--- src/common/mem_cfg_pkg.sv ---
package mem_cfg_pkg;

    // Response owner tag
    localparam int unsigned PORT_W = 1;

    typedef enum logic [PORT_W-1:0] {
        PORT_I = 1'b0,
        PORT_D = 1'b1
    } port_e;

    localparam int unsigned NUM_PORTS = 2;

    // Up to 8 credits per port
    localparam int unsigned MAX_CREDITS = 8;
    localparam int unsigned CREDIT_W    = $clog2(MAX_CREDITS + 1);

endpackage

--- src/common/mem_op_pkg.sv ---
package mem_op_pkg;

    // Data and address width
    localparam int unsigned XLEN   = 32;
    localparam int unsigned BYTE_W = 8;
    localparam int unsigned MASK_W = XLEN / BYTE_W;

    // Access sizes as log2 of the byte count
    localparam logic [1:0] SIZE_B = 2'd0;
    localparam logic [1:0] SIZE_H = 2'd1;
    localparam logic [1:0] SIZE_W = 2'd2;

    // Low bits follow funct3, bit 3 marks a store
    typedef enum logic [3:0] {
        OP_LB  = 4'b0000,
        OP_LH  = 4'b0001,
        OP_LW  = 4'b0010,
        OP_LBU = 4'b0100,
        OP_LHU = 4'b0101,
        OP_SB  = 4'b1000,
        OP_SH  = 4'b1001,
        OP_SW  = 4'b1010
    } mem_op_e;

    function automatic logic op_is_store(input mem_op_e op);
        case (op)
            OP_SB, OP_SH, OP_SW: return 1'b1;
            default:             return 1'b0;
        endcase
    endfunction

    function automatic logic [1:0] op_size(input mem_op_e op);
        case (op)
            OP_LB, OP_LBU, OP_SB: return SIZE_B;
            OP_LH, OP_LHU, OP_SH: return SIZE_H;
            default:              return SIZE_W;
        endcase
    endfunction

endpackage

--- src/mem_ctrl/access_check.sv ---
`timescale 1ns/1ps

module access_check
    import mem_op_pkg::*;
    import mem_cfg_pkg::*;
#(
    parameter int unsigned MEM_WORDS = 256
) (
    input  logic                         clk,
    input  logic                         arst_n,
    input  logic                         iss_valid,
    input  port_e                        iss_port,
    input  mem_op_e                      iss_op,
    input  logic [XLEN-1:0]              iss_addr,
    input  logic [XLEN-1:0]              iss_wdata,
    output logic                         acc_valid,
    output port_e                        acc_port,
    output mem_op_e                      acc_op,
    output logic [$clog2(MEM_WORDS)-1:0] acc_word,
    output logic [1:0]                   acc_lane,
    output logic [MASK_W-1:0]            acc_mask,
    output logic [XLEN-1:0]              acc_wdata,
    output logic                         acc_err
);

    localparam int unsigned WORD_W = $clog2(MEM_WORDS);

    logic [1:0]        size;
    logic [1:0]        lane;
    logic              misalign;
    logic              out_of_range;
    logic [MASK_W-1:0] base_mask;
    logic [MASK_W-1:0] mask;

    // ************************************************************************
    // Alignment and range
    // ************************************************************************
    always_comb begin
        size         = op_size(iss_op);
        lane         = iss_addr[1:0];
        misalign     = ((size == SIZE_H) && lane[0]) || ((size == SIZE_W) && (lane != 2'b00));
        out_of_range = iss_addr[XLEN-1:2] >= (XLEN-2)'(MEM_WORDS);
    end

    // Store byte mask from size and lane
    always_comb begin
        case (size)
            SIZE_B:  base_mask = 4'b0001;
            SIZE_H:  base_mask = 4'b0011;
            default: base_mask = 4'b1111;
        endcase
        mask = op_is_store(iss_op) ? (base_mask << lane) : '0;
    end

    always_ff @(posedge clk or negedge arst_n) begin
        if (!arst_n) begin
            acc_valid <= 1'b0;
        end else begin
            acc_valid <= iss_valid;
        end
    end

    always_ff @(posedge clk) begin
        acc_port  <= iss_port;
        acc_op    <= iss_op;
        acc_word  <= iss_addr[WORD_W+1:2];
        acc_lane  <= lane;
        acc_mask  <= mask;
        acc_wdata <= iss_wdata << (lane * BYTE_W);     // Data onto its lanes
        acc_err   <= misalign || out_of_range;
    end

endmodule

--- config.mk ---
export PLATFORM = sky130hd
export DESIGN_NAME = access_check
export DESIGN_NICKNAME = d
export VERILOG_FILES = /design/src/common/mem_cfg_pkg.sv /design/src/common/mem_op_pkg.sv /design/src/mem_ctrl/access_check.sv
export SDC_FILE = /design/constraint.sdc
export NUM_CORES = 1
export LEC_CHECK = 0
export BUFFER_PORTS_ARGS = -buffer_cell sky130_fd_sc_hd__buf_2
export CAP_MARGIN = 0
export CORE_UTILIZATION = 30
export CTS_CLUSTER_SIZE = 8
export DETAILED_ROUTE_END_ITERATION = 16
export HOLD_SLACK_MARGIN = 0.12
export PLACE_DENSITY_LB_ADDON = 0.2
export SLEW_MARGIN = 25
export SYNTH_ARGS = -nofsm -noshare
export SYNTH_HDL_FRONTEND = slang
export SYNTH_SLANG_ARGS = --single-unit
--- constraint.sdc ---
create_clock -name clk -period 0.8 [get_ports clk]
set_input_delay 0.08 -clock clk [delete_from_list [all_inputs] [get_ports clk]]
set_output_delay 0.08 -clock clk [all_outputs]
set_load 0.03 [all_outputs]
# After elaboration in Yosys (flattened, before gate mapping)
# Cells that the tools add are included.
dict set report word_totals {
  inputBits 72
  output_inout_bits 53
  ff_bits 53
  wordCells 32
}
dict set report op_classes {
  eq_ne 8
  order_cmp 1
  shift 2
  muxes 3
  reduce_logical 10
}
# operator n
set op_table {}
lappend op_table {{<< shifter 32 x 5 -> 32 bit} 1}
lappend op_table {{>= comparator 30 x 9 -> 1 bit (second input constant)} 1}
lappend op_table {{equality test 4 bit (second input constant)} 3}
lappend op_table {{OR reduction 3 bit} 3}
lappend op_table {{equality test 4 x 3 -> 1 bit (second input constant)} 2}
lappend op_table {{case mux 4 bit (2 select lines)} 1}
lappend op_table {{equality test 4 x 1 -> 1 bit (second input constant)} 1}
lappend op_table {{zero test 4 bit} 1}
lappend op_table {{case mux 2 bit (2 select lines)} 1}
lappend op_table {{<< shifter 4 x 2 -> 4 bit} 1}
lappend op_table {{equality test 2 x 1 -> 1 bit (second input constant)} 1}
lappend op_table {{equality test 2 bit (second input constant)} 1}
lappend op_table {{logical AND 1 bit} 2}
lappend op_table {{zero test 2 bit} 1}
lappend op_table {{logical OR 1 bit} 2}
lappend op_table {{nonzero test 2 bit} 1}
lappend op_table {{two-way mux 1 bit} 1}

# Longest topological paths before layout
dict set report logic_depth {
  depth_word 7
  depth_mapped 4
  depth_no_buf 3
}

# Worst setup path before layout
# No wires, ideal clock.
dict set report synth_timing {
  kind {input -> register}
  start {in iss_addr[0]}
  end {reg acc_err}
  path_stages 4
  setup_time_ns 0.138
  required_time_ns 0.662
  setup_slack_ns 0.041
  path_buffers 2
  arrival_time_ns 0.620
  cell_sequence {buf_6 -> buf_6 -> a211oi_1 -> o2111ai_1}
}
dict set report synth_between {
  elab_chain_len 4
  elab_cells_between_ends 5
  classes_between {reduce/logical: 5}
}
# item line
set synth_rtl {}
lappend synth_rtl {{start, declared} access_check.sv:14} ;# input logic [XLEN-1:0] iss_addr,
lappend synth_rtl {{nonzero test 2 bit} access_check.sv:41} ;# misalign = ((size == SIZE_H) && lane[0]) || ((size == SIZE_W) && (lane != 2'b00));
lappend synth_rtl {{logical AND 1 bit} access_check.sv:41}
lappend synth_rtl {{logical OR 1 bit *} access_check.sv:41}
lappend synth_rtl {{logical OR 1 bit *} access_check.sv:70} ;# acc_err <= misalign || out_of_range;
lappend synth_rtl {{end signal, assigned} access_check.sv:70}
lappend synth_rtl {{end, declared} access_check.sv:23} ;# output logic acc_err
# Every way passes the cells marked *; elsewhere a longest branch is shown, timed or not.
# A chain may end at the register's enable or synchronous reset.

# Worst setup path in the final report
dict set report layout_timing {
  start {reg acc_valid}
  end {out acc_valid}
}
# item line
set layout_lines {}
lappend layout_lines {{start, declared} access_check.sv:16} ;# output logic acc_valid,
lappend layout_lines {{start signal, assigned} access_check.sv:59} ;# acc_valid <= iss_valid;
# No word-level cell between the ends.

==> reports/results.txt <==
CP Buf/Inv Count - 1
crit path capture type - output pin
H-Tree Depth - 2
violated checks - hold timing, setup timing
setup TNS - -2.06 ns
pwr dens - 1720 nW/um2
EDFF count, synth - 0
worst hold start - iss_op[0]
Total GRT Usage - 0.165
worst path cell trace - buf_6
Vias - 1698
post-route setup slack - -0.0967 ns
status - complete, but fails checks
Hold Slack - -0.0425 ns
crit path launch type - register
CTS Buf Count - 5
die area - 6000 um2
CTS Buffer Depth - 2
Ports - 125
post-route clock period utilization - 1.12
area grow syn2layout - 95.8%
Die Y - 77.5 um
WL per Instance - 12.2 um
area leader, netlist - dfxtp_1
clk sinks - 53
Ys Warns - 0
slowest library cell on the worst path - dfrtp_1
Core Area - 5510 um2
Worst path top cell family by delay - flip-flops
top cell type's share of synthesized area - 0.610
Mapped Area - 1710 um2
setup bufs post-CTS - 0
First DRT Iteration DRCs - 18
ANT nets after route - 0
Root Buffer - clkbuf_8
CP max stage delay - 0.38 ns
via density per instance - 4.41
Final Critical Period - 0.897 ns
hold endpoint - acc_op[0]
Hold Fails Final Rpt - 2
Clock transition at path regs - 0.09 ns
Critical Path Fanout Max - 1
endpoints failing setup - 60
row cnt - 27
Overflow after GRT - 0
initial antenna violation count - 0
Worst Setup SP - acc_valid
Hold WC Path Type - input port to register
flops & latches, synth - 53
Slew Viols, Final - 0
Commonest cells post-synth - 52 x dfxtp_1, 16 x mux2i_1, 11 x a211oi_1
ANT cells - 0
DP Worst Slack - -0.126 ns
number of distinct library cells after synthesis - 22
Initial Utilization - 0.310
first-pass GRT wire length - 7690 um
worst-margin pin slew - 0.253 ns
Max Cap Viol - 0
RSZ-0062 raised after global routing - yes
WP data arrival - 0.82 ns
top post-synthesis cells by area - dfxtp_1 61%, mux2i_1 9.4%, a211oi_1 4.8%
detailed-route DRC error count - 0
Final GP Congestion - 0.698
Worst Path Required - 0.72 ns
Max VDD drop - 0.000886 V
# nets final - 384
I/O Buffers - 124
most common cell in the netlist - dfxtp_1
largest net degree at the start of global routing - 19
Post-DP HPWL - 3070 um
CTS tree - yes
Min-Delay Path Depth - 1
Die Width - 77.5 um
syn_nets - 226
layout cells sized above 1 - 0.645
Relative slew margins - 0.830
f_max - 1120 MHz
Avg Cell Area, Syn - 11.1 um2
post-synthesis sequential area ratio - 0.624
ys flop type - dfxtp_1
DR pass1 iterations - 6
cell count after synthesis - 154
total wire length - 4680 um
LEAKAGE - 1.50 nW
Setup CP Type - register to output pin
async set-reset flop share out of synthesis - 0.0189
vias in the first global route - 1742
## area by class of cell
type | count | area, um2
Clock buffer | 5 | 68.8
Inverter | 1 | 3.75
Fill cell | 453 | 2160
Clock inverter | 3 | 17.5
Multi-Input combinational cell | 92 | 669
Sequential cell | 53 | 1130
Tap cell | 72 | 90.1
Timing Repair Buffer | 159 | 1360
## cells by family after synthesis
kind of cell,Yosys count,synth area share
flops,53,0.624
simple gates,45,0.138
compound gates,31,0.110
mux,16,0.0938
buf+inv,9,0.0337
## metrics by stage
step	total power, mW	cell area, um2	hold slack (ns)	std cells	utilization
2_1_floorplan	3.50	1710	-0.216	154	-
3_3_place_gp	3.94	2480	-0.145	353	0.451
3_5_place_dp	3.94	2480	-0.142	353	0.451
4_1_cts	5.82	3340	-0.107	398	0.606
5_1_grt	6.06	3340	-0.0630	385	0.607
6_report	5.77	3340	-0.0425	385	0.607
## worst max-delay path by stage
stage | slack, ns | cells after the start | end
5_1_grt | -0.13 | 1 | acc_valid
6_report | -0.1 | 1 | acc_valid
4_1_cts | -0.11 | 1 | acc_valid
3_3_place_gp | -0.10 | 4 | acc_err
3_5_place_dp | -0.13 | 4 | acc_err
2_1_floorplan | 0.04 | 4 | acc_err
## cell usage in the layout (no fill, tap or decap)
cell            n
buf_2          61
buf_6          53
dfxtp_2        52
dlygate4sd3_1  34
mux2i_1        11
nor2b_1         9
nand2_1         9
nor2_1          9
a211oi_2        8
a21oi_1         8
and2_1          8
buf_4           8
nor4_1          5
clkbuf_8        5
mux2i_2         4
o21ai_1         4
o21ai_0         4
a211oi_1        3
buf_12          3
a21oi_2         2
nor3_2          2
clkinv_2        2
mux2i_4         1
o22ai_1         1
and4_1          1
o2111ai_1       1
nand3b_1        1
nor3_1          1
inv_1           1
dfrtp_1         1
clkinvlp_4      1
## sequential cells by signal (all words and copies together) (netlist names)
signal	cells
acc_word	8
acc_lane	2
acc_err	1
acc_wdata	32
acc_valid	1
acc_mask	4
acc_op	4
acc_port	1
## where the power goes
part	switching (mW)	total [mW]	internal [mW]
Sequential	0.0781	2.92	2.84
Clock	0.845	1.45	0.605
Combinational	0.687	1.40	0.711
Total	1.61	5.77	4.16
## routing by layer
metal / part of all wire / vias up / GRT usage / routed length (um)
met5: 0 / - / 0 / 0
met2: 0.53 / 77 / 0.312 / 2490
met3: 0.086 / 4 / 0.0647 / 402
met1: 0.37 / 768 / 0.166 / 1750
met4: 0.0075 / 0 / 0.0453 / 35
li1: - / 849 / - / -
## what timing repair did
action / in CTS / in global routing
pin swaps: 0 / 13
endpoints found under the setup margin: 53 / 76
hold endpoints to repair: 50 / 33
gates resized for setup: 158 / 18
hold buffers: 37 / 12
Note: power is estimated with default switching activity, not from simulation.
