**src/common/mem_cfg_pkg.sv**
```systemverilog
package mem_cfg_pkg;

    // Response owner tag
    localparam int unsigned PORT_W = 1;

    typedef enum logic [PORT_W-1:0] {
        PORT_I = 1'b0,
        PORT_D = 1'b1
    } port_e;

    localparam int unsigned NUM_PORTS = 2;

    // Up to 8 credits per port
    localparam int unsigned MAX_CREDITS = 8;
    localparam int unsigned CREDIT_W    = $clog2(MAX_CREDITS + 1);

endpackage

```
**src/common/mem_op_pkg.sv**
```systemverilog
package mem_op_pkg;

    // Data and address width
    localparam int unsigned XLEN   = 32;
    localparam int unsigned BYTE_W = 8;
    localparam int unsigned MASK_W = XLEN / BYTE_W;

    // Access sizes as log2 of the byte count
    localparam logic [1:0] SIZE_B = 2'd0;
    localparam logic [1:0] SIZE_H = 2'd1;
    localparam logic [1:0] SIZE_W = 2'd2;

    // Low bits follow funct3, bit 3 marks a store
    typedef enum logic [3:0] {
        OP_LB  = 4'b0000,
        OP_LH  = 4'b0001,
        OP_LW  = 4'b0010,
        OP_LBU = 4'b0100,
        OP_LHU = 4'b0101,
        OP_SB  = 4'b1000,
        OP_SH  = 4'b1001,
        OP_SW  = 4'b1010
    } mem_op_e;

    function automatic logic op_is_store(input mem_op_e op);
        case (op)
            OP_SB, OP_SH, OP_SW: return 1'b1;
            default:             return 1'b0;
        endcase
    endfunction

    function automatic logic [1:0] op_size(input mem_op_e op);
        case (op)
            OP_LB, OP_LBU, OP_SB: return SIZE_B;
            OP_LH, OP_LHU, OP_SH: return SIZE_H;
            default:              return SIZE_W;
        endcase
    endfunction

endpackage

```
**src/mem_ctrl/rsp_router.sv**
```systemverilog
`timescale 1ns/1ps

module rsp_router
    import mem_op_pkg::*;
    import mem_cfg_pkg::*;
(
    input  logic            clk,
    input  logic            arst_n,
    input  logic            acc_valid,
    input  port_e           acc_port,
    input  mem_op_e         acc_op,
    input  logic [1:0]      acc_lane,
    input  logic            acc_err,
    input  logic [XLEN-1:0] sram_rdata,
    output logic            i_rsp_valid,
    output logic [XLEN-1:0] i_rsp_data,
    output logic            i_rsp_err,
    output logic            d_rsp_valid,
    output logic [XLEN-1:0] d_rsp_data,
    output logic            d_rsp_err
);

    // Metadata lined up with the SRAM read
    logic       dly_valid;
    port_e      dly_port;
    mem_op_e    dly_op;
    logic [1:0] dly_lane;
    logic       dly_err;

    logic [XLEN-1:0] lane_data;
    logic [XLEN-1:0] rsp_data;

    always_ff @(posedge clk or negedge arst_n) begin
        if (!arst_n) begin
            dly_valid <= 1'b0;
        end else begin
            dly_valid <= acc_valid;
        end
    end

    always_ff @(posedge clk) begin
        dly_port <= acc_port;
        dly_op   <= acc_op;
        dly_lane <= acc_lane;
        dly_err  <= acc_err;
    end

    // ************************************************************************
    // Lane select and extension
    // ************************************************************************
    always_comb begin
        lane_data = sram_rdata >> (dly_lane * BYTE_W);
        case (dly_op)
            OP_LB:   rsp_data = {{(XLEN-8){lane_data[7]}}, lane_data[7:0]};
            OP_LBU:  rsp_data = {{(XLEN-8){1'b0}}, lane_data[7:0]};
            OP_LH:   rsp_data = {{(XLEN-16){lane_data[15]}}, lane_data[15:0]};
            OP_LHU:  rsp_data = {{(XLEN-16){1'b0}}, lane_data[15:0]};
            OP_LW:   rsp_data = lane_data;
            default: rsp_data = '0;                 // Stores
        endcase
        if (dly_err) rsp_data = '0;
    end

    always_ff @(posedge clk or negedge arst_n) begin
        if (!arst_n) begin
            i_rsp_valid <= 1'b0;
            i_rsp_data  <= '0;
            i_rsp_err   <= 1'b0;
            d_rsp_valid <= 1'b0;
            d_rsp_data  <= '0;
            d_rsp_err   <= 1'b0;
        end else begin
            i_rsp_valid <= dly_valid && (dly_port == PORT_I);
            d_rsp_valid <= dly_valid && (dly_port == PORT_D);
            if (dly_valid && (dly_port == PORT_I)) begin
                i_rsp_data <= rsp_data;
                i_rsp_err  <= dly_err;
            end
            if (dly_valid && (dly_port == PORT_D)) begin
                d_rsp_data <= rsp_data;
                d_rsp_err  <= dly_err;
            end
        end
    end

endmodule

```
**config.mk**
```make
export PLATFORM = sky130hd
export DESIGN_NAME = rsp_router
export DESIGN_NICKNAME = d
export VERILOG_FILES = /design/src/common/mem_cfg_pkg.sv /design/src/common/mem_op_pkg.sv /design/src/mem_ctrl/rsp_router.sv
export SDC_FILE = /design/constraint.sdc
export NUM_CORES = 1
export LEC_CHECK = 0
export BUFFER_PORTS_ARGS = -buffer_cell sky130_fd_sc_hd__buf_2
export CAP_MARGIN = 20
export CELL_PAD_IN_SITES_DETAIL_PLACEMENT = 0
export CELL_PAD_IN_SITES_GLOBAL_PLACEMENT = 1
export CORE_UTILIZATION = 25
export CTS_BUF_LIST = sky130_fd_sc_hd__clkbuf_4 sky130_fd_sc_hd__clkbuf_8
export DETAILED_ROUTE_END_ITERATION = 8
export PLACE_DENSITY = 0.59
export SLEW_MARGIN = 0
export SYNTH_ARGS = -nofsm -noshare
export SYNTH_HDL_FRONTEND = slang
export SYNTH_SLANG_ARGS = --single-unit
```
**constraint.sdc**
```tcl
create_clock -name clk -period 1.5 [get_ports clk]
set_input_delay 0.3 -clock clk [delete_from_list [all_inputs] [get_ports clk]]
set_output_delay 0.3 -clock clk [all_outputs]
set_load 0.1 [all_outputs]
```
Yosys cells after proc, flatten, opt, wreduce, memory -nomap -nowiden
Index checks and enable logic that the tools add are counted.
- bitwise logic cells: 1
- reduce and logical (&&, ||, !) cells: 3
- muxes and demuxes: 2
- equality and inequality tests: 4
- shift operators: 1
- operators with widths (operator ; count):
    case mux 32 bit (5 select lines) ; 1
    2-to-1 mux 32 bit ; 1
    >> shifter 32 x 5 -> 32 bit ; 1
    equality test 4 x 3 -> 1 bit, second input constant ; 2
    equality test 4 x 1 -> 1 bit, second input constant ; 1
    equality test 4 x 2 -> 1 bit, second input constant ; 1
    logical NOT 4 bit ; 1
    logical AND 1 bit ; 2
    NOT 1 bit ; 1
- bits of input ports: 43
- word-level logic and storage cells: 22
- output and inout port bits: 68
- register bits after elaboration: 77

Logic depth before layout (Yosys ltp)
- depth after elaboration: 3
- mapped depth: 6
- gate-level depth less buffers: 4

Worst setup path after synthesis
No wires, ideal clock.
- path kind: register to register
- start: register dly_lane[1]
- end: register d_rsp_data[10]
- data required time: 1.374 ns
- path slack: -0.095 ns
- clock period less this slack: 1.595 ns
- library setup time: 0.126 ns
- arrival time: 1.469 ns
- buffers on the path: 2
- stages on the path, launching flop included: 7
- cells stage by stage: dfxtp_1 -> buf_6 -> mux2i_1 -> mux2i_1 -> and4_1 -> clkbuf_1 -> a311o_1
- word-level cells in the longest chain between the ends: 3
- ends and longest elaborated chain (item ; line ; source):
    from (decl) ; rsp_router.sv:27 ; logic [1:0] dly_lane;
    from (signal assigned) ; rsp_router.sv:44 ; dly_lane <= acc_lane;
    >> shifter 32 x 5 -> 32 bit ; rsp_router.sv:52 ; lane_data = sram_rdata >> (dly_lane * BYTE_W);
    case mux 32 bit (5 select lines) ; rsp_router.sv:53 ; case (dly_op)
    2-to-1 mux 32 bit ; rsp_router.sv:61 ; if (dly_err) rsp_data = '0;
    to (signal assigned) ; rsp_router.sv:80 ; d_rsp_data <= rsp_data;
    to (decl) ; rsp_router.sv:19 ; output logic [XLEN-1:0] d_rsp_data,
Every way passes these cells.
A chain may end at the register's enable or synchronous reset.

Worst setup path in the final report
- start: register dly_op[0]
- end: register d_rsp_data[26]
- word-level cells in the longest chain between the ends: 3
- elaborated cells on any way between the ends: 7
- those cells by class: 4 x eq/ne; 2 x mux; 1 x reduce/logical
- ends and longest elaborated chain (item ; line ; source):
    from (decl) ; rsp_router.sv:26 ; mem_op_e dly_op;
    from (signal assigned) ; rsp_router.sv:43 ; dly_op <= acc_op;
    equality test 4 x 2 -> 1 bit, or another cell as far along ; rsp_router.sv:53 ;
    case mux 32 bit (5 select lines) (*) ; rsp_router.sv:53 ;
    2-to-1 mux 32 bit (*) ; rsp_router.sv:61 ;
Every way passes the cells marked *; elsewhere a longest branch is shown, timed or not.

==> impl_metrics.py <==
metrics = {
    "timing": {
        "max_freq_mhz": 640,
        "finalCritPeriodShare_pct": 104,
        "max_slew_margin_pct": 66.2,
        "drv_slew": 0,
        "max_slew.worst_pin.slew_ns": 0.504,
        "hold_viol": 0,
        "postLayoutSetupSlackWorst_ns": -0.0618,
        "rsz0062_at_grt": "yes",
        "clock_skew_ns": 0.0104,
        "finalSetupViolCount": 24,
        "hold_slack_ns": 0.0400,
        "period_needed_ns": 1.56,
    },
    "pwr": {
        "clkPwrFrac_pct": 28.7,
        "p_sw_w": 0.00193,
        "p_comb_share_pct": 28.4,
        "p_seq_share_pct": 42.9,
        "vdd_drop_max_v": 0.000488,
        "leakage_nw": 2.49,
        "intPower_w": 0.00332,
        "power_density_nw_per_um2": 1040,
        "finalPower_w": 0.00525,
        "switching_share_pct": 36.8,
    },
    "floorplan": {
        "die_area_sq_um": 14200,
        "core-area_sq_um": 13300,
        "io_pins": 111,
        "dieWidth_um": 119,
        "row_count": 42,
        "initial_utilization_pct": 25.8,
        "die_height_um": 119,
    },
    "synth": {
        "synth_area_sq_um": 3440,
        "synth_edf_count": 0,
        "syn_area_per_cell_sq_um": 10.4,
        "synthArstFlopShare_pct": 89.6,
        "synth_cell_type_count": 38,
        "netlist_top_cells_area": "dfrtp_1 (50%), a21oi_1 (6.1%), nand2_1 (5.8%)",
        "synth_commonest_cells": "dfrtp_1 (69), nand2_1 (53), a21oi_1 (42)",
        "syn_nets": 374,
        "ys_seq_area_share_pct": 54.9,
        "synth_top_area_share_pct": 50.2,
        "synth_top_cell_by_area": "dfrtp_1",
        "synth-seq-cells": 77,
        "yosysWarnings": 0,
        "yosysMostFrequentCell": "dfrtp_1",
        "synth_cells": 331,
        "synth_flop_cell": "dfrtp_1",
    },
    "drt": {
        "first_pass_iters": 4,
        "finalWirelength_um": 11700,
        "drt-initial-drc-count": 129,
        "drc": 0,
        "via_count": 3096,
        "wl_per_cell_um": 17.8,
        "postRouteAntennaNets": 0,
        "viasPerCell": 4.73,
    },
    "clocking": {
        "root_buffer": "clkbuf_8",
        "cts_setup_buffers": 0,
        "htree_levels": 3,
        "clk_latency_ns": 0.36,
        "clock_path_buffers": 2,
        "cts_tree": "done",
        "cts_num_sinks": 77,
        "cts_made_buffers": 9,
        "path_clk_slew_ns": 0.08,
    },
    "layout": {
        "drive_above_1_share_pct": 47.9,
        "utilization_pct": 37.9,
        "nets": 517,
        "syn2layout_area_growth_pct": 47.0,
        "n_antenna_cell": 0,
        "stdcell_area_sq_um": 5050,
    },
    "global_routing": {
        "grtUsageTotal_pct": 16.9,
        "gr-usage-met1_pct": 22.1,
        "grt_max_degree": 70,
        "use_met2_pct": 27.3,
        "top_usage_layer": "met2",
        "grt_pass1_wl_um": 18000,
        "antenna_found_initial": 0,
        "grt_pass1_vias": 3255,
        "grt_util_met3_pct": 3.50,
        "grt_overflow": 0,
    },
    "placed_design": {
        "dpl-instance-area_sq_um": 4540,
        "dp_hpwl_um": 8540,
        "pre_cts_ws_ns": -0.164,
        "gp_congestion": 0.810,
        "port_buffers": 110,
    },
    "critical_path": {
        "path_cells": "or4b_4 > nor3_4 > buf_12 > nand2_1 > a21oi_1",
        "cp_top_family": "simple AND/OR/NAND/NOR gates",
        "critPathLaunchType": "flop",
        "worstSetupPathType": "reg -> reg",
        "required_ns": 1.80,
        "cp.buffers_inverters": 1,
        "critPathSlowestCell": "or4b_4",
        "end_kind": "flop",
        "worstPathArrival_ns": 1.86,
        "critPathMaxStageDelay_ns": 0.59,
        "path_max_fanout": 8,
    },
    "outcome": {
        "violations": "negative setup slack",
        "status": "finished, violations left",
    },
    "worst_hold_path": {
        "worst_hold_path_type": "in -> reg",
    },
    "job": {
        "max_cap_violations": 0,
    },
}
flip-flops by register name (all words and copies together) (netlist names):
register     count
d_rsp_err        1
dly_lane         2
dly_op           4
d_rsp_data      32
i_rsp_err        1
d_rsp_valid      1
i_rsp_data      32
dly_valid        1
dly_port         1
i_rsp_valid      1
dly_err          1
power groups by stage:
stage	sequential, W	clock [W]	combinational, W
after floorplan	0.00297	0	0.000284
after global placement	0.00229	0	0.00140
after detailed placement	0.00229	0	0.00141
after CTS	0.00225	0.00155	0.00143
after global routing	0.00226	0.00163	0.00157
final	0.00225	0.00150	0.00149
worst paths after layout:
path,from,to,slack [ns],depth (start not counted)
min in group asynchronous,arst_n,d_rsp_valid,0.48,3
max,dly_op[0],d_rsp_data[26],-0.06,5
max in group asynchronous,arst_n,d_rsp_data[30],0.71,3
max reg2reg,dly_op[0],d_rsp_data[26],-0.06,5
min,acc_err,dly_err,0.04,1
min reg2reg,d_rsp_data[0],d_rsp_data[0],0.48,2
area by class of cell:
type	instances	area [sq um]
fillers	1403	8290
flip-flops and latches	77	1890
clock buffers	14	180
repair buffers	158	1080
multi-input cells	226	1670
inverters	2	7.51
clock inverters	1	5.00
well taps	176	220
cell usage in the layout (no fill, tap or decap), drive strengths merged, types with 7 or more instances in the layout:
cell / count
nor4: 8
and2: 8
buf: 143
mux2i: 19
mux2: 7
a21oi: 43
dfrtp: 69
nand2: 53
o211ai: 7
a311o: 7
o21ai: 22
dfxtp: 8
a221o: 16
clkbuf: 28
nor2: 12
layer usage:
metal	wire (um)	vias up	part of all wire, %
li1	-	1490	-
met1	5360	1508	46
met2	5590	86	48
met3	550	12	4.7
met4	165	0	1.4
met5	0	-	0
worst register-to-register path, cell delays in order, from the launching register on:
cell	delay (ns)
dfxtp_2	0.35
or4b_4	0.59
nor3_4	0.17
buf_12	0.15
nand2_1	0.10
a21oi_1	0.15
per-stage QoR:
step / instances / TNS (ns)
after floorplan: 331 / -1.86
after global placement: 638 / -1.81
after detailed placement: 638 / -3.59
after CTS: 654 / -0.525
after global routing: 654 / -2.90
final: 654 / -0.696
what timing repair did:
item,CTS,global route
endpoints found under the hold margin,69,0
endpoints found under the setup margin,69,70
pin swaps,0,4
hold buffers,1,0
gates resized for setup,28,57
kinds of logic after synthesis:
group	after synthesis	share of synthesized area, %
XOR/XNOR	1	0.255
flip-flops	77	54.9
AND/OR/NAND/NOR	100	14.2
AO/OA/AOI/OAI	99	19.0
multiplexers	26	7.82
buffers and inverters	28	3.82
(Power assumes the default switching activity.)
