--- src/common/mem_cfg_pkg.sv ---
package mem_cfg_pkg;

    // Response owner tag
    localparam int unsigned PORT_W = 1;

    typedef enum logic [PORT_W-1:0] {
        PORT_I = 1'b0,
        PORT_D = 1'b1
    } port_e;

    localparam int unsigned NUM_PORTS = 2;

    // Up to 8 credits per port
    localparam int unsigned MAX_CREDITS = 8;
    localparam int unsigned CREDIT_W    = $clog2(MAX_CREDITS + 1);

endpackage

--- src/common/mem_op_pkg.sv ---
package mem_op_pkg;

    // Data and address width
    localparam int unsigned XLEN   = 32;
    localparam int unsigned BYTE_W = 8;
    localparam int unsigned MASK_W = XLEN / BYTE_W;

    // Access sizes as log2 of the byte count
    localparam logic [1:0] SIZE_B = 2'd0;
    localparam logic [1:0] SIZE_H = 2'd1;
    localparam logic [1:0] SIZE_W = 2'd2;

    // Low bits follow funct3, bit 3 marks a store
    typedef enum logic [3:0] {
        OP_LB  = 4'b0000,
        OP_LH  = 4'b0001,
        OP_LW  = 4'b0010,
        OP_LBU = 4'b0100,
        OP_LHU = 4'b0101,
        OP_SB  = 4'b1000,
        OP_SH  = 4'b1001,
        OP_SW  = 4'b1010
    } mem_op_e;

    function automatic logic op_is_store(input mem_op_e op);
        case (op)
            OP_SB, OP_SH, OP_SW: return 1'b1;
            default:             return 1'b0;
        endcase
    endfunction

    function automatic logic [1:0] op_size(input mem_op_e op);
        case (op)
            OP_LB, OP_LBU, OP_SB: return SIZE_B;
            OP_LH, OP_LHU, OP_SH: return SIZE_H;
            default:              return SIZE_W;
        endcase
    endfunction

endpackage

--- src/mem_ctrl/req_arbiter.sv ---
`timescale 1ns/1ps

module req_arbiter
    import mem_op_pkg::*;
    import mem_cfg_pkg::*;
#(
    parameter int unsigned CREDITS = 4
) (
    input  logic            clk,
    input  logic            arst_n,
    input  logic            i_req_valid,
    input  logic [XLEN-1:0] i_req_addr,
    input  logic            d_req_valid,
    input  mem_op_e         d_req_op,
    input  logic [XLEN-1:0] d_req_addr,
    input  logic [XLEN-1:0] d_req_wdata,
    output logic            i_credit,
    output logic            d_credit,
    output logic            iss_valid,
    output port_e           iss_port,
    output mem_op_e         iss_op,
    output logic [XLEN-1:0] iss_addr,
    output logic [XLEN-1:0] iss_wdata
);

    localparam int unsigned PTR_W = (CREDITS > 1) ? $clog2(CREDITS) : 1;

    // Entry storage, instruction entries imply OP_LW
    logic [XLEN-1:0] i_addr_mem  [CREDITS];
    mem_op_e         d_op_mem    [CREDITS];
    logic [XLEN-1:0] d_addr_mem  [CREDITS];
    logic [XLEN-1:0] d_wdata_mem [CREDITS];

    logic [NUM_PORTS-1:0][PTR_W-1:0]    wr_ptr;
    logic [NUM_PORTS-1:0][PTR_W-1:0]    rd_ptr;
    logic [NUM_PORTS-1:0][CREDIT_W-1:0] cnt;
    logic [NUM_PORTS-1:0]               push;
    logic [NUM_PORTS-1:0]               pop;
    logic  grant_i;
    logic  grant_d;
    port_e last_port;

    function automatic logic [PTR_W-1:0] next_ptr(input logic [PTR_W-1:0] ptr);
        if (ptr == PTR_W'(CREDITS - 1)) begin
            return '0;
        end
        return ptr + 1'b1;
    endfunction

    assign push = {d_req_valid, i_req_valid};
    assign pop  = {grant_d, grant_i};

    // ************************************************************************
    // Round-robin selection
    // ************************************************************************
    assign grant_d = (cnt[PORT_D] != '0) && ((cnt[PORT_I] == '0) || (last_port == PORT_I));
    assign grant_i = (cnt[PORT_I] != '0) && !grant_d;

    always_ff @(posedge clk) begin
        if (i_req_valid) begin
            i_addr_mem[wr_ptr[PORT_I]] <= i_req_addr;
        end
        if (d_req_valid) begin
            d_op_mem[wr_ptr[PORT_D]]    <= d_req_op;
            d_addr_mem[wr_ptr[PORT_D]]  <= d_req_addr;
            d_wdata_mem[wr_ptr[PORT_D]] <= d_req_wdata;
        end
    end

    always_ff @(posedge clk or negedge arst_n) begin
        if (!arst_n) begin
            wr_ptr <= '0;
            rd_ptr <= '0;
            cnt    <= '0;
        end else begin
            for (int p = 0; p < NUM_PORTS; p++) begin
                if (push[p]) wr_ptr[p] <= next_ptr(wr_ptr[p]);
                if (pop[p]) rd_ptr[p] <= next_ptr(rd_ptr[p]);
                if (push[p] && !pop[p]) begin
                    cnt[p] <= cnt[p] + CREDIT_W'(1);
                end else if (pop[p] && !push[p]) begin
                    cnt[p] <= cnt[p] - CREDIT_W'(1);
                end
            end
        end
    end

    // ************************************************************************
    // Issue register and credit return
    // ************************************************************************
    always_ff @(posedge clk or negedge arst_n) begin
        if (!arst_n) begin
            iss_valid <= 1'b0;
            i_credit  <= 1'b0;
            d_credit  <= 1'b0;
            last_port <= PORT_D;                   // First tie goes to PORT_I
        end else begin
            iss_valid <= grant_i || grant_d;
            i_credit  <= grant_i;                  // Entry just left the buffer
            d_credit  <= grant_d;
            if (grant_i) last_port <= PORT_I;
            if (grant_d) last_port <= PORT_D;
        end
    end

    always_ff @(posedge clk) begin
        iss_port  <= grant_d ? PORT_D : PORT_I;
        iss_op    <= grant_d ? d_op_mem[rd_ptr[PORT_D]] : OP_LW;
        iss_addr  <= grant_d ? d_addr_mem[rd_ptr[PORT_D]] : i_addr_mem[rd_ptr[PORT_I]];
        iss_wdata <= grant_d ? d_wdata_mem[rd_ptr[PORT_D]] : '0;
    end

endmodule

--- config.mk ---
export PLATFORM = sky130hd
export DESIGN_NAME = req_arbiter
export DESIGN_NICKNAME = d
export VERILOG_FILES = /design/src/common/mem_cfg_pkg.sv /design/src/common/mem_op_pkg.sv /design/src/mem_ctrl/req_arbiter.sv
export SDC_FILE = /design/constraint.sdc
export NUM_CORES = 1
export LEC_CHECK = 0
export ABC_CLOCK_PERIOD_IN_PS = 3600
export BUFFER_PORTS_ARGS = -buffer_cell sky130_fd_sc_hd__buf_2
export CAP_MARGIN = 5
export CORE_ASPECT_RATIO = 1.2
export CORE_MARGIN = 2
export CORE_UTILIZATION = 45
export CTS_CLUSTER_DIAMETER = 80
export DETAILED_ROUTE_END_ITERATION = 8
export PLACE_DENSITY = 0.63
export SLEW_MARGIN = 20
export SYNTH_ARGS = -nofsm -noshare
export SYNTH_HDL_FRONTEND = slang
export SYNTH_SLANG_ARGS = --single-unit
--- constraint.sdc ---
create_clock -name clk -period 3.6 [get_ports clk]
set_clock_uncertainty 0.2 [all_clocks]
set_input_delay 0.72 -clock clk [delete_from_list [all_inputs] [get_ports clk]]
set_output_delay 0.72 -clock clk [all_outputs]
set_load 0.005 [all_outputs]
### Yosys cells after proc, flatten, opt, wreduce, memory -nomap -nowiden

Memories as Yosys holds them, arrays and structs flattened. A register that Yosys moved wholly into a read port is not among the register bits.
Index checks and enable logic that the tools add are counted.

* order comparisons: 0
* $add $sub $neg: 8
* div/mod/pow operators: 0
* shift-type cells: 0
* bitwise gates (word level): 1
* reductions and logical operators: 20
* eq/ne operators: 4
* mux-type cells: 28
* multipliers: 0

Operators with widths (number)
* $mux W32: 1
* $mux W2: 8
* $mux W4: 4
* $mux W1: 15
* $add A2 B1 Y2 const B: 4
* $add A4 B1 Y4 const B: 2
* $eq A2 B2 Y1 const B: 4
* $reduce_bool A4 Y1: 2
* $sub A4 B1 Y4 const B: 2
* $logic_and A1 B1 Y1: 6
* $logic_not A1 Y1: 6
* $reduce_bool A2 Y1: 3
* $logic_not A4 Y1: 1
* $logic_or A1 B1 Y1: 2
* $not A1 Y1: 1

* memories kept: 4
* bits in writable memories: 400
* output and inout bits: 72
* bits in registers: 53
* bits in read-only memories: 0
* logic and storage cells: 77
* bits in latches: 0
* bits of input ports: 104

Memories
* d_addr_mem: words 4, width 32, rd ports 1, clocked after memory_dff 0, write ports 1, RTL line req_arbiter.sv:31 `logic [XLEN-1:0] d_addr_mem [CREDITS];`
* d_wdata_mem: words 4, width 32, rd ports 1, clocked after memory_dff 1, write ports 1, RTL line req_arbiter.sv:32 `logic [XLEN-1:0] d_wdata_mem [CREDITS];`
* i_addr_mem: words 4, width 32, rd ports 1, clocked after memory_dff 0, write ports 1, RTL line req_arbiter.sv:29 `logic [XLEN-1:0] i_addr_mem [CREDITS];`
* d_op_mem: words 4, width 4, rd ports 1, clocked after memory_dff 1, write ports 1, RTL line req_arbiter.sv:30 `mem_op_e d_op_mem [CREDITS];`

### Logic depth before layout (Yosys ltp)

Gate-level depths: netlist of the first run.

* word-level depth: 8
* depth in mapped cells: 10
* depth with buffers taken out: 8

### Least setup slack after synthesis of the first run

OpenSTA, ideal clock, no wires.

* path type: register to register
* start: register cnt[0] in the netlist's numbering
* end: register cnt[7] in the netlist's numbering
* cell stages (with the launch flop): 11
* data arrival time: 2.761 ns
* clock period less this slack: 3.092 ns
* path buffers: 2
* data required time: 3.269 ns
* slack: 0.508 ns
* library setup time: 0.131 ns
* cells stage by stage: dfrtp_1 -> or4_4 -> a21o_1 -> buf_6 -> buf_2 -> ha_1 -> inv_1 -> ha_1 -> or4_1 -> o211ai_1 -> o211ai_1

* word-level cells in the longest chain between the ends: 6
* elaborated cells on any way between the ends: 8
* those cells by class: 1 x mux; 7 x reduce/logical

Ends and longest elaborated chain
* from (decl): RTL line req_arbiter.sv:36 `logic [NUM_PORTS-1:0][CREDIT_W-1:0] cnt;`
* from (signal, indexed assignment): RTL line req_arbiter.sv:80 `cnt[p] <= cnt[p] + CREDIT_W'(1);`
* from (signal, indexed assignment): RTL line req_arbiter.sv:82 `cnt[p] <= cnt[p] - CREDIT_W'(1);`
* $logic_not A4 Y1 (*): RTL line req_arbiter.sv:56 `assign grant_d = (cnt[PORT_D] != '0) && ((cnt[PORT_I] == '0) || (last_port == PORT_I));`
* $logic_or A1 B1 Y1 (*): RTL line req_arbiter.sv:56
* $logic_and A1 B1 Y1 (*): RTL line req_arbiter.sv:56
* $logic_not A1 Y1: RTL line req_arbiter.sv:79 `if (push[p] && !pop[p]) begin`
* $logic_and A1 B1 Y1: RTL line req_arbiter.sv:79
* $mux W4 or $reduce_bool A2 Y1 (tied branches)

Every way passes the cells marked *; elsewhere a longest branch is shown, timed or not.
A chain may end at the register's enable or synchronous reset.

### Final worst setup path of the first run

* start: register cnt[4] in the netlist's numbering
* end: register cnt[3] in the netlist's numbering

* word-level cells in the longest chain between the ends: 7
* elaborated cells on any way between the ends: 9
* those cells by class: 1 x mux; 8 x reduce/logical

Ends and longest elaborated chain
* $reduce_bool A4 Y1 (*): RTL line req_arbiter.sv:56
* $logic_and A1 B1 Y1 (*): RTL line req_arbiter.sv:56
* $logic_not A1 Y1 (*): RTL line req_arbiter.sv:57 `assign grant_i = (cnt[PORT_I] != '0) && !grant_d;`
* $logic_and A1 B1 Y1 (*): RTL line req_arbiter.sv:57
* $logic_not A1 Y1: RTL line req_arbiter.sv:79
* $logic_and A1 B1 Y1: RTL line req_arbiter.sv:79
* $mux W4 or $reduce_bool A2 Y1 (tied branches)

Marked as above.

==> summary.txt, run 1 <==
Pwr
  • Overall Power: 17.63 mW
  • Power share of the sequential group: 45.9%
  • PwrDens: 843.4 nW/µm²
  • Internal Power: 12.82 mW
  • Net Sw Frac: 27.29%
  • Pleak: 7.362 nW
  • Logic pwr share: 27.2%
  • Switching power: 4.810 mW
  • Clock Power Share: 26.9%
  • Worst VDD drop: 458.3 µV

Routing
  • DRT iter0 DRCs: 459
  • WL final: 34040 µm
  • Wirelength per Cell: 21.72 µm
  • DRT antenna net count: 0
  • Vias: 8133
  • Vias/cell: 5.190
  • Residual DRC: 0
  • DRT Pass-1 Iters: 4

Logic synthesis
  • Syn nets: 906
  • Post-Syn Area: 17770 µm²
  • Yosys reg bits: 489
  • Sequential area share after synthesis: 78.18%
  • Area contributors post-synth: edfxtp_1 68%, mux4_2 13%, dfxtp_1 7.8%
  • Synthesis Warnings: 0
  • Area leader, netlist: edfxtp_1
  • Post-Syn Instances: 784
  • Synth unique cells: 33
  • Avg Inst Size Synth: 22.67 µm²
  • Area share of the largest cell type after synthesis: 67.59%

Final layout
  • Commonest non-fill, non-tap cell in the layout: edfxtp_1
  • Area Overhead vs Synth: 17.61%
  • Final-stage net count: 1120
  • Most frequent cells in the layout: 400 x edfxtp_1, 175 x buf_2, 100 x mux4_2
  • Share of layout cells above drive strength 1: 40.21%
  • Fill count: 3028

Clock tree
  • Clk sink count: 489
  • CTS tree: built
  • Clock Tree Buf Depth: 3
  • Clk pin slew, worst setup/hold paths: 60 ps
  • CTS root buf: clkbuf_16
  • Post-CTS setup buffer count: 0
  • CTS buffer count: 48
  • H-tree lvl count: 2
  • Worst skew pair latency: 550 ps

Timing
  • Worst-margin pin slew: 982.4 ps
  • Highest clock rate: 308.0 MHz
  • Count of pins over their slew limit: 0
  • Fin crit share: 90.18%
  • Final hold vios: 0
  • Tmin final: 3246 ps
  • Count of final setup violators: 0
  • Setup TNS: 0 ps
  • Relative slew slack: 34.51%
  • RSZ-0062 raised after global routing: no

Hold path
  • Tightest Hold Check Type: primary input to flip-flop
  • Worst Hold Launch: d_req_wdata[28]
  • Hold Path Sink: d_wdata_mem[1][28]$_DFFE_PP_
  • Hold Path Stages: 1

Floorplan
  • Initial core utilization: 45.75%
  • IO Pins: 176
  • Num rows: 79
  • Core footprint: 38850 µm²
  • Die W: 185.4 µm
  • Die footprint: 41110 µm²
  • Die Y: 221.7 µm

Global routing
  • Congestion Overflow GR: 0
  • Largest net degree at the start of global routing: 49
  • All-layer global routing usage: 16.88%
  • Initial antenna violation count: 9
  • Vias in the first global route: 8667
  • First-pass GRT wire length: 51160 µm

Critical path
  • Flop2flop setup slack: 350 ps
  • CP Class: flip-flop to flip-flop
  • FF-to-FF End: cnt[3]$_DFFE_PN0P_
  • CP required: 3830 ps
  • Reg2Reg Depth: 8
  • Crit Path Max Fanout: 6
  • Setup crit start kind: flip-flop
  • CP Data Arrival Time: 3470 ps
  • Nature of the critical path endpoint: flip-flop
  • Reg2reg start: cnt[4]$_DFFE_PN0P_

Placement
  • Post-DP HPWL: 20310 µm
  • IO buf count: 175
  • GP Congestion: 0.7211

Run status
  • Outcome: finished clean

Flow run
  • Max_cap viols: 0
## sequential cells by signal (all words and copies together), names as in the netlist, 4 cells and up
| register | flops |
|---|---|
| iss_op | 4 |
| d_addr_mem | 128 |
| rd_ptr | 4 |
| d_wdata_mem | 128 |
| i_addr_mem | 128 |
| iss_addr | 32 |
| iss_wdata | 32 |
| d_op_mem | 16 |
| cnt | 8 |
| wr_ptr | 4 |
## metal layers
layer  vias up  global-route usage [%]  part of all wire (%)
li1       3612                       -                     -
met1      4259                   20.38                    39
met2       202                   29.60                    52
met3        50                   4.928                   6.8
met4        10                   4.224                   1.6
met5         -                       0                  0.18
## final cells by class
| class | count | area [µm²] | area share, % |
|---|---|---|---|
| flip-flops and latches | 489 | 13900 | 66.53 |
| multi-input cells | 253 | 3662 | 17.52 |
| clock buffers | 72 | 1394 | 6.669 |
| repair buffers | 198 | 1126 | 5.388 |
| well taps | 526 | 658.1 | 3.149 |
| clock inverters | 17 | 116.4 | 0.5567 |
| inverters | 8 | 30.03 | 0.1437 |
| diodes | 4 | 10.01 | 0.04789 |
## worst max-delay path by stage
stage	startpoint	endpoint	slack, ps	cells after the start
5_1_grt	cnt[4]$_DFFE_PN0P_	cnt[3]$_DFFE_PN0P_	60	8
2_1_floorplan	cnt[0]$_DFFE_PN0P_	cnt[7]$_DFFE_PN0P_	510	10
3_3_place_gp	cnt[4]$_DFFE_PN0P_	cnt[3]$_DFFE_PN0P_	430	8
3_5_place_dp	cnt[4]$_DFFE_PN0P_	cnt[3]$_DFFE_PN0P_	350	8
6_report	cnt[4]$_DFFE_PN0P_	cnt[3]$_DFFE_PN0P_	350	8
4_1_cts	cnt[4]$_DFFE_PN0P_	cnt[3]$_DFFE_PN0P_	350	8
## through the flow
step	cells	util, %	worst slack, ps	hold WS [ps]	instance area, µm²
after global routing	1564	53.79	60.16	141.6	20890
after global placement	1473	49.87	430.3	293.2	19370
after detailed placement	1473	49.87	349.6	304.5	19370
after CTS	1563	53.78	351.4	133.3	20890
final	1567	53.81	353.6	171.3	20900
after floorplan	784	-	507.6	224.4	17770
## cells in the mapped netlist
library cell / count
o211ai_1: 4
dfstp_2: 1
dfxtp_1: 69
nor2_1: 3
xnor2_1: 4
nand3b_1: 3
edfxtp_1: 400
nand2_1: 9
buf_2: 13
mux2_2: 6
a21o_1: 1
nor3_1: 2
inv_1: 8
a2111o_1: 2
dfrtp_1: 19
nor2b_1: 35
or4_1: 2
mux2_4: 32
and2_1: 8
or3_1: 2
mux4_2: 100
ha_1: 16
a21oi_1: 4
mux2i_1: 2
fa_1: 2
or4_4: 1
buf_12: 3
o21ai_0: 8
clkbuf_1: 16
nand3_1: 4
or2_1: 1
buf_6: 2
nor4_1: 2
## power by group through the flow
stage | registers [mW] | clock network, mW | logic (mW)
after floorplan | 7.91 | 0 | 3.67
after global placement | 8.21 | 0 | 4.84
after detailed placement | 8.25 | 0 | 4.93
after CTS | 8.14 | 4.87 | 4.93
after global routing | 8.24 | 5.06 | 5.26
final | 8.10 | 4.74 | 4.79
## cell families after synthesis
| family | after synthesis | share of synthesized area (%) |
|---|---|---|
| buf+inv | 42 | 1.338 |
| xor+xnor | 4 | 0.1971 |
| mux | 140 | 15.87 |
| compound gates | 19 | 0.6759 |
| simple gates | 72 | 2.387 |
| fa+ha+maj | 18 | 1.352 |
| flops | 489 | 78.18 |
## repair_timing
item,CTS,global route
hold endpoints to repair,19,0
hold buffers,1,0
setup endpoints to repair,0,0
resized for setup,0,0
## critical path: stages (launching register included)
cell      delay, ps
dfrtp_1         450
nor4_1          620
o21ai_0         320
ha_1            340
inv_1           160
ha_1            310
or4_1           540
o211ai_1        110
o211ai_1        100
Power figures use the tool's default switching activity.
==> run 2, diff against run 1 <==
Settings changed: ABC_AREA set to 1.
==> run 2 against run 1 <==
Critical endpoint is now cnt[7]$_DFFE_PN0P_; die area increased by 3.4%; combinational power increased by 16%; via count increased by 36%; first-iteration DRC count increased by 54%; highest routed layer unchanged; synthesized cell count increased by 89%.
==> summary.txt, run 2 <==
Critical path
  • Critical Path Stages: 12
  • Crit-path slowest cell: dfrtp_1
  • CP Data Arrival Time: 2840 ps
  • Crit Path Max Fanout: 17
  • Critical-path cell list: nor2_1, nand2_2, nand2_2, nand2_4, ha_1, inv_1, ha_1, or2_2, nand2_1, nand2_1, nand3_1, nand2_1
  • Largest stage delay, worst path: 440 ps
  • Setup crit start kind: flip-flop
  • CP required: 3860 ps
  • CP Class: flip-flop to flip-flop
  • CP bufs+invs: 1
  • Most frequent CP cell: nand2_1
  • Reg2Reg Depth: 12
  • Critical path's top delay family: simple AND/OR/NAND/NOR gates
  • Nature of the critical path endpoint: flip-flop

Routing
  • DRT iter0 DRCs: 708
  • Vias/cell: 4.939
  • DRT Pass-1 Iters: 5
  • Residual DRC: 0
  • WL final: 38890 µm
  • DRT antenna net count: 0
  • Wirelength per Cell: 17.33 µm
  • Vias: 11084

Logic synthesis
  • Post-Syn Instances: 1484
  • Post-synth EDFFs: 400
  • Area contributors post-synth: edfxtp_1 65%, dfxtp_1 7.5%, nor2_1 7.0%
  • Synthesis Warnings: 0
  • Synth Flop Type: edfxtp_1
  • Area share of the largest cell type after synthesis: 65.31%
  • Synth unique cells: 27
  • Count leader, synth: edfxtp_1
  • Commonest cells post-synth: 400 x edfxtp_1, 342 x nor2_1, 236 x nand2_1, 166 x o21ai_0, 69 x dfxtp_1
  • Sequential area share after synthesis: 75.55%
  • Async set-reset flop share out of synthesis: 4.090%
  • Post-Syn Area: 18390 µm²
  • Area leader, netlist: edfxtp_1
  • Syn nets: 1606
  • Avg Inst Size Synth: 12.39 µm²
  • Yosys reg bits: 489

Floorplan
  • Die Y: 225.5 µm
  • Core footprint: 40540 µm²
  • Num rows: 81
  • Die footprint: 42510 µm²
  • Die W: 188.6 µm
  • IO Pins: 176
  • Initial core utilization: 45.37%

Final layout
  • Commonest non-fill, non-tap cell in the layout: edfxtp_1
  • Share of layout cells above drive strength 1: 16.71%
  • Most frequent cells in the layout: 400 x edfxtp_1, 342 x nor2_1, 236 x nand2_1
  • Fill count: 3478
  • Area Overhead vs Synth: 16.00%
  • Final design utilization: 52.63%
  • Final-stage net count: 1781

Pwr
  • Net Sw Frac: 33.99%
  • Overall Power: 18.33 mW
  • Switching power: 6.232 mW
  • Power share of the sequential group: 43.4%
  • Internal Power: 12.10 mW
  • PwrDens: 859.3 nW/µm²
  • Logic pwr share: 30.2%
  • Worst VDD drop: 566.0 µV
  • Pleak: 8.220 nW
  • Clock Power Share: 26.4%

Clock tree
  • CTS tree: built
  • Clk sink count: 489
  • H-tree lvl count: 2
  • Worst skew pair latency: 570 ps
  • CTS buffer count: 49
  • Post-CTS setup buffer count: 0
  • Clock Tree Buf Depth: 3
  • CTS root buf: clkbuf_16
  • Clk pin slew, worst setup/hold paths: 60 ps

Global routing
  • Largest net degree at the start of global routing: 100
  • Initial antenna violation count: 10
  • First-pass GRT wire length: 60400 µm
  • Congestion Overflow GR: 0
  • All-layer global routing usage: 18.57%
  • Vias in the first global route: 10983

Timing
  • Tmin final: 2580 ps
  • RSZ-0062 raised after global routing: no
  • Setup TNS: 0 ps
  • Worst-margin pin slew: 976.0 ps
  • Final hold vios: 0
  • Count of pins over their slew limit: 0
  • Fin crit share: 71.67%
  • Count of final setup violators: 0
  • Highest clock rate: 387.6 MHz
  • Relative slew slack: 34.93%

Run status
  • Outcome: finished clean

Hold path
  • Hold Path Stages: 1
  • Tightest Hold Check Type: primary input to flip-flop

Flow run
  • Max_cap viols: 0

Placement
  • GP Congestion: 0.7652
  • Post-DP HPWL: 23200 µm
  • IO buf count: 175
[run 2: cell families after synthesis]
group | count (synthesis) | share of synthesized area (%)
buffers and inverters | 132 | 3.483
flip-flops | 489 | 75.55
adder cells (fa/ha/maj) | 18 | 1.306
AND/OR/NAND/NOR | 593 | 12.25
AO/OA/AOI/OAI | 246 | 7.130
XOR/XNOR | 6 | 0.2857
[run 2: power by group through the flow]
stage / Combinational, mW / Sequential [mW] / Clock (mW)
after global routing: 6.37 / 8.05 / 5.19
after global placement: 5.52 / 8.04 / 0
final: 5.54 / 7.95 / 4.84
after CTS: 5.64 / 7.96 / 4.96
after detailed placement: 5.61 / 8.07 / 0
after floorplan: 3.90 / 7.99 / 0
[run 2: metal layers]
| metal | up-vias | global-route usage (%) | wire, µm |
|---|---|---|---|
| met3 | 73 | 3.675 | 2160 |
| li1 | 5437 | - | - |
| met2 | 278 | 31.26 | 19010 |
| met4 | 12 | 7.056 | 940 |
| met1 | 5284 | 23.85 | 16690 |
| met5 | - | 0 | 85 |
[run 2: cell type report]
class / instances / area [µm²] / area share, %
Multi-Input combinational cell: 863 / 3861 / 18.10
Tap cell: 539 / 674.4 / 3.161
Clock buffer: 79 / 1481 / 6.944
Inverter: 57 / 224.0 / 1.050
Antenna cell: 5 / 12.51 / 0.05865
Clock inverter: 13 / 68.82 / 0.3226
Timing Repair Buffer: 199 / 1109 / 5.196
Sequential cell: 489 / 13900 / 65.17
[run 2: worst paths after layout]
| check | from | to | slack, ps |
|---|---|---|---|
| setup / recovery | cnt[0]$_DFFE_PN0P_ | cnt[7]$_DFFE_PN0P_ | 1020 |
| hold / removal | i_req_addr[0] | i_addr_mem[1][0]$_DFFE_PP_ | 160 |
| setup reg to reg | cnt[0]$_DFFE_PN0P_ | cnt[7]$_DFFE_PN0P_ | 1020 |
| hold reg to reg | d_op_mem[1][1]$_DFFE_PP_ | iss_op[1]$_SDFF_PN1_ | 300 |
| max in group asynchronous | arst_n | rd_ptr[3]$_DFFE_PN0P_ | 2310 |
| min in group asynchronous | arst_n | i_credit$_DFF_PN0_ | 460 |
[run 2: stage by stage]
stage	cell area [µm²]	setup slack [ps]	hold slack, ps	std cells
2_1_floorplan	18390	882.2	224.4	1484
6_report	21330	1020	157.2	2244
3_5_place_dp	19760	1013	280.9	2146
3_3_place_gp	19760	1025	267.1	2146
4_1_cts	21320	999.6	120.0	2239
5_1_grt	21330	788.2	140.1	2242
[run 2: what timing repair did]
action / 4_1_cts / 5_1_grt
gates resized for setup: 0 / 0
hold endpoints to repair: 19 / 0
hold buffers: 1 / 0
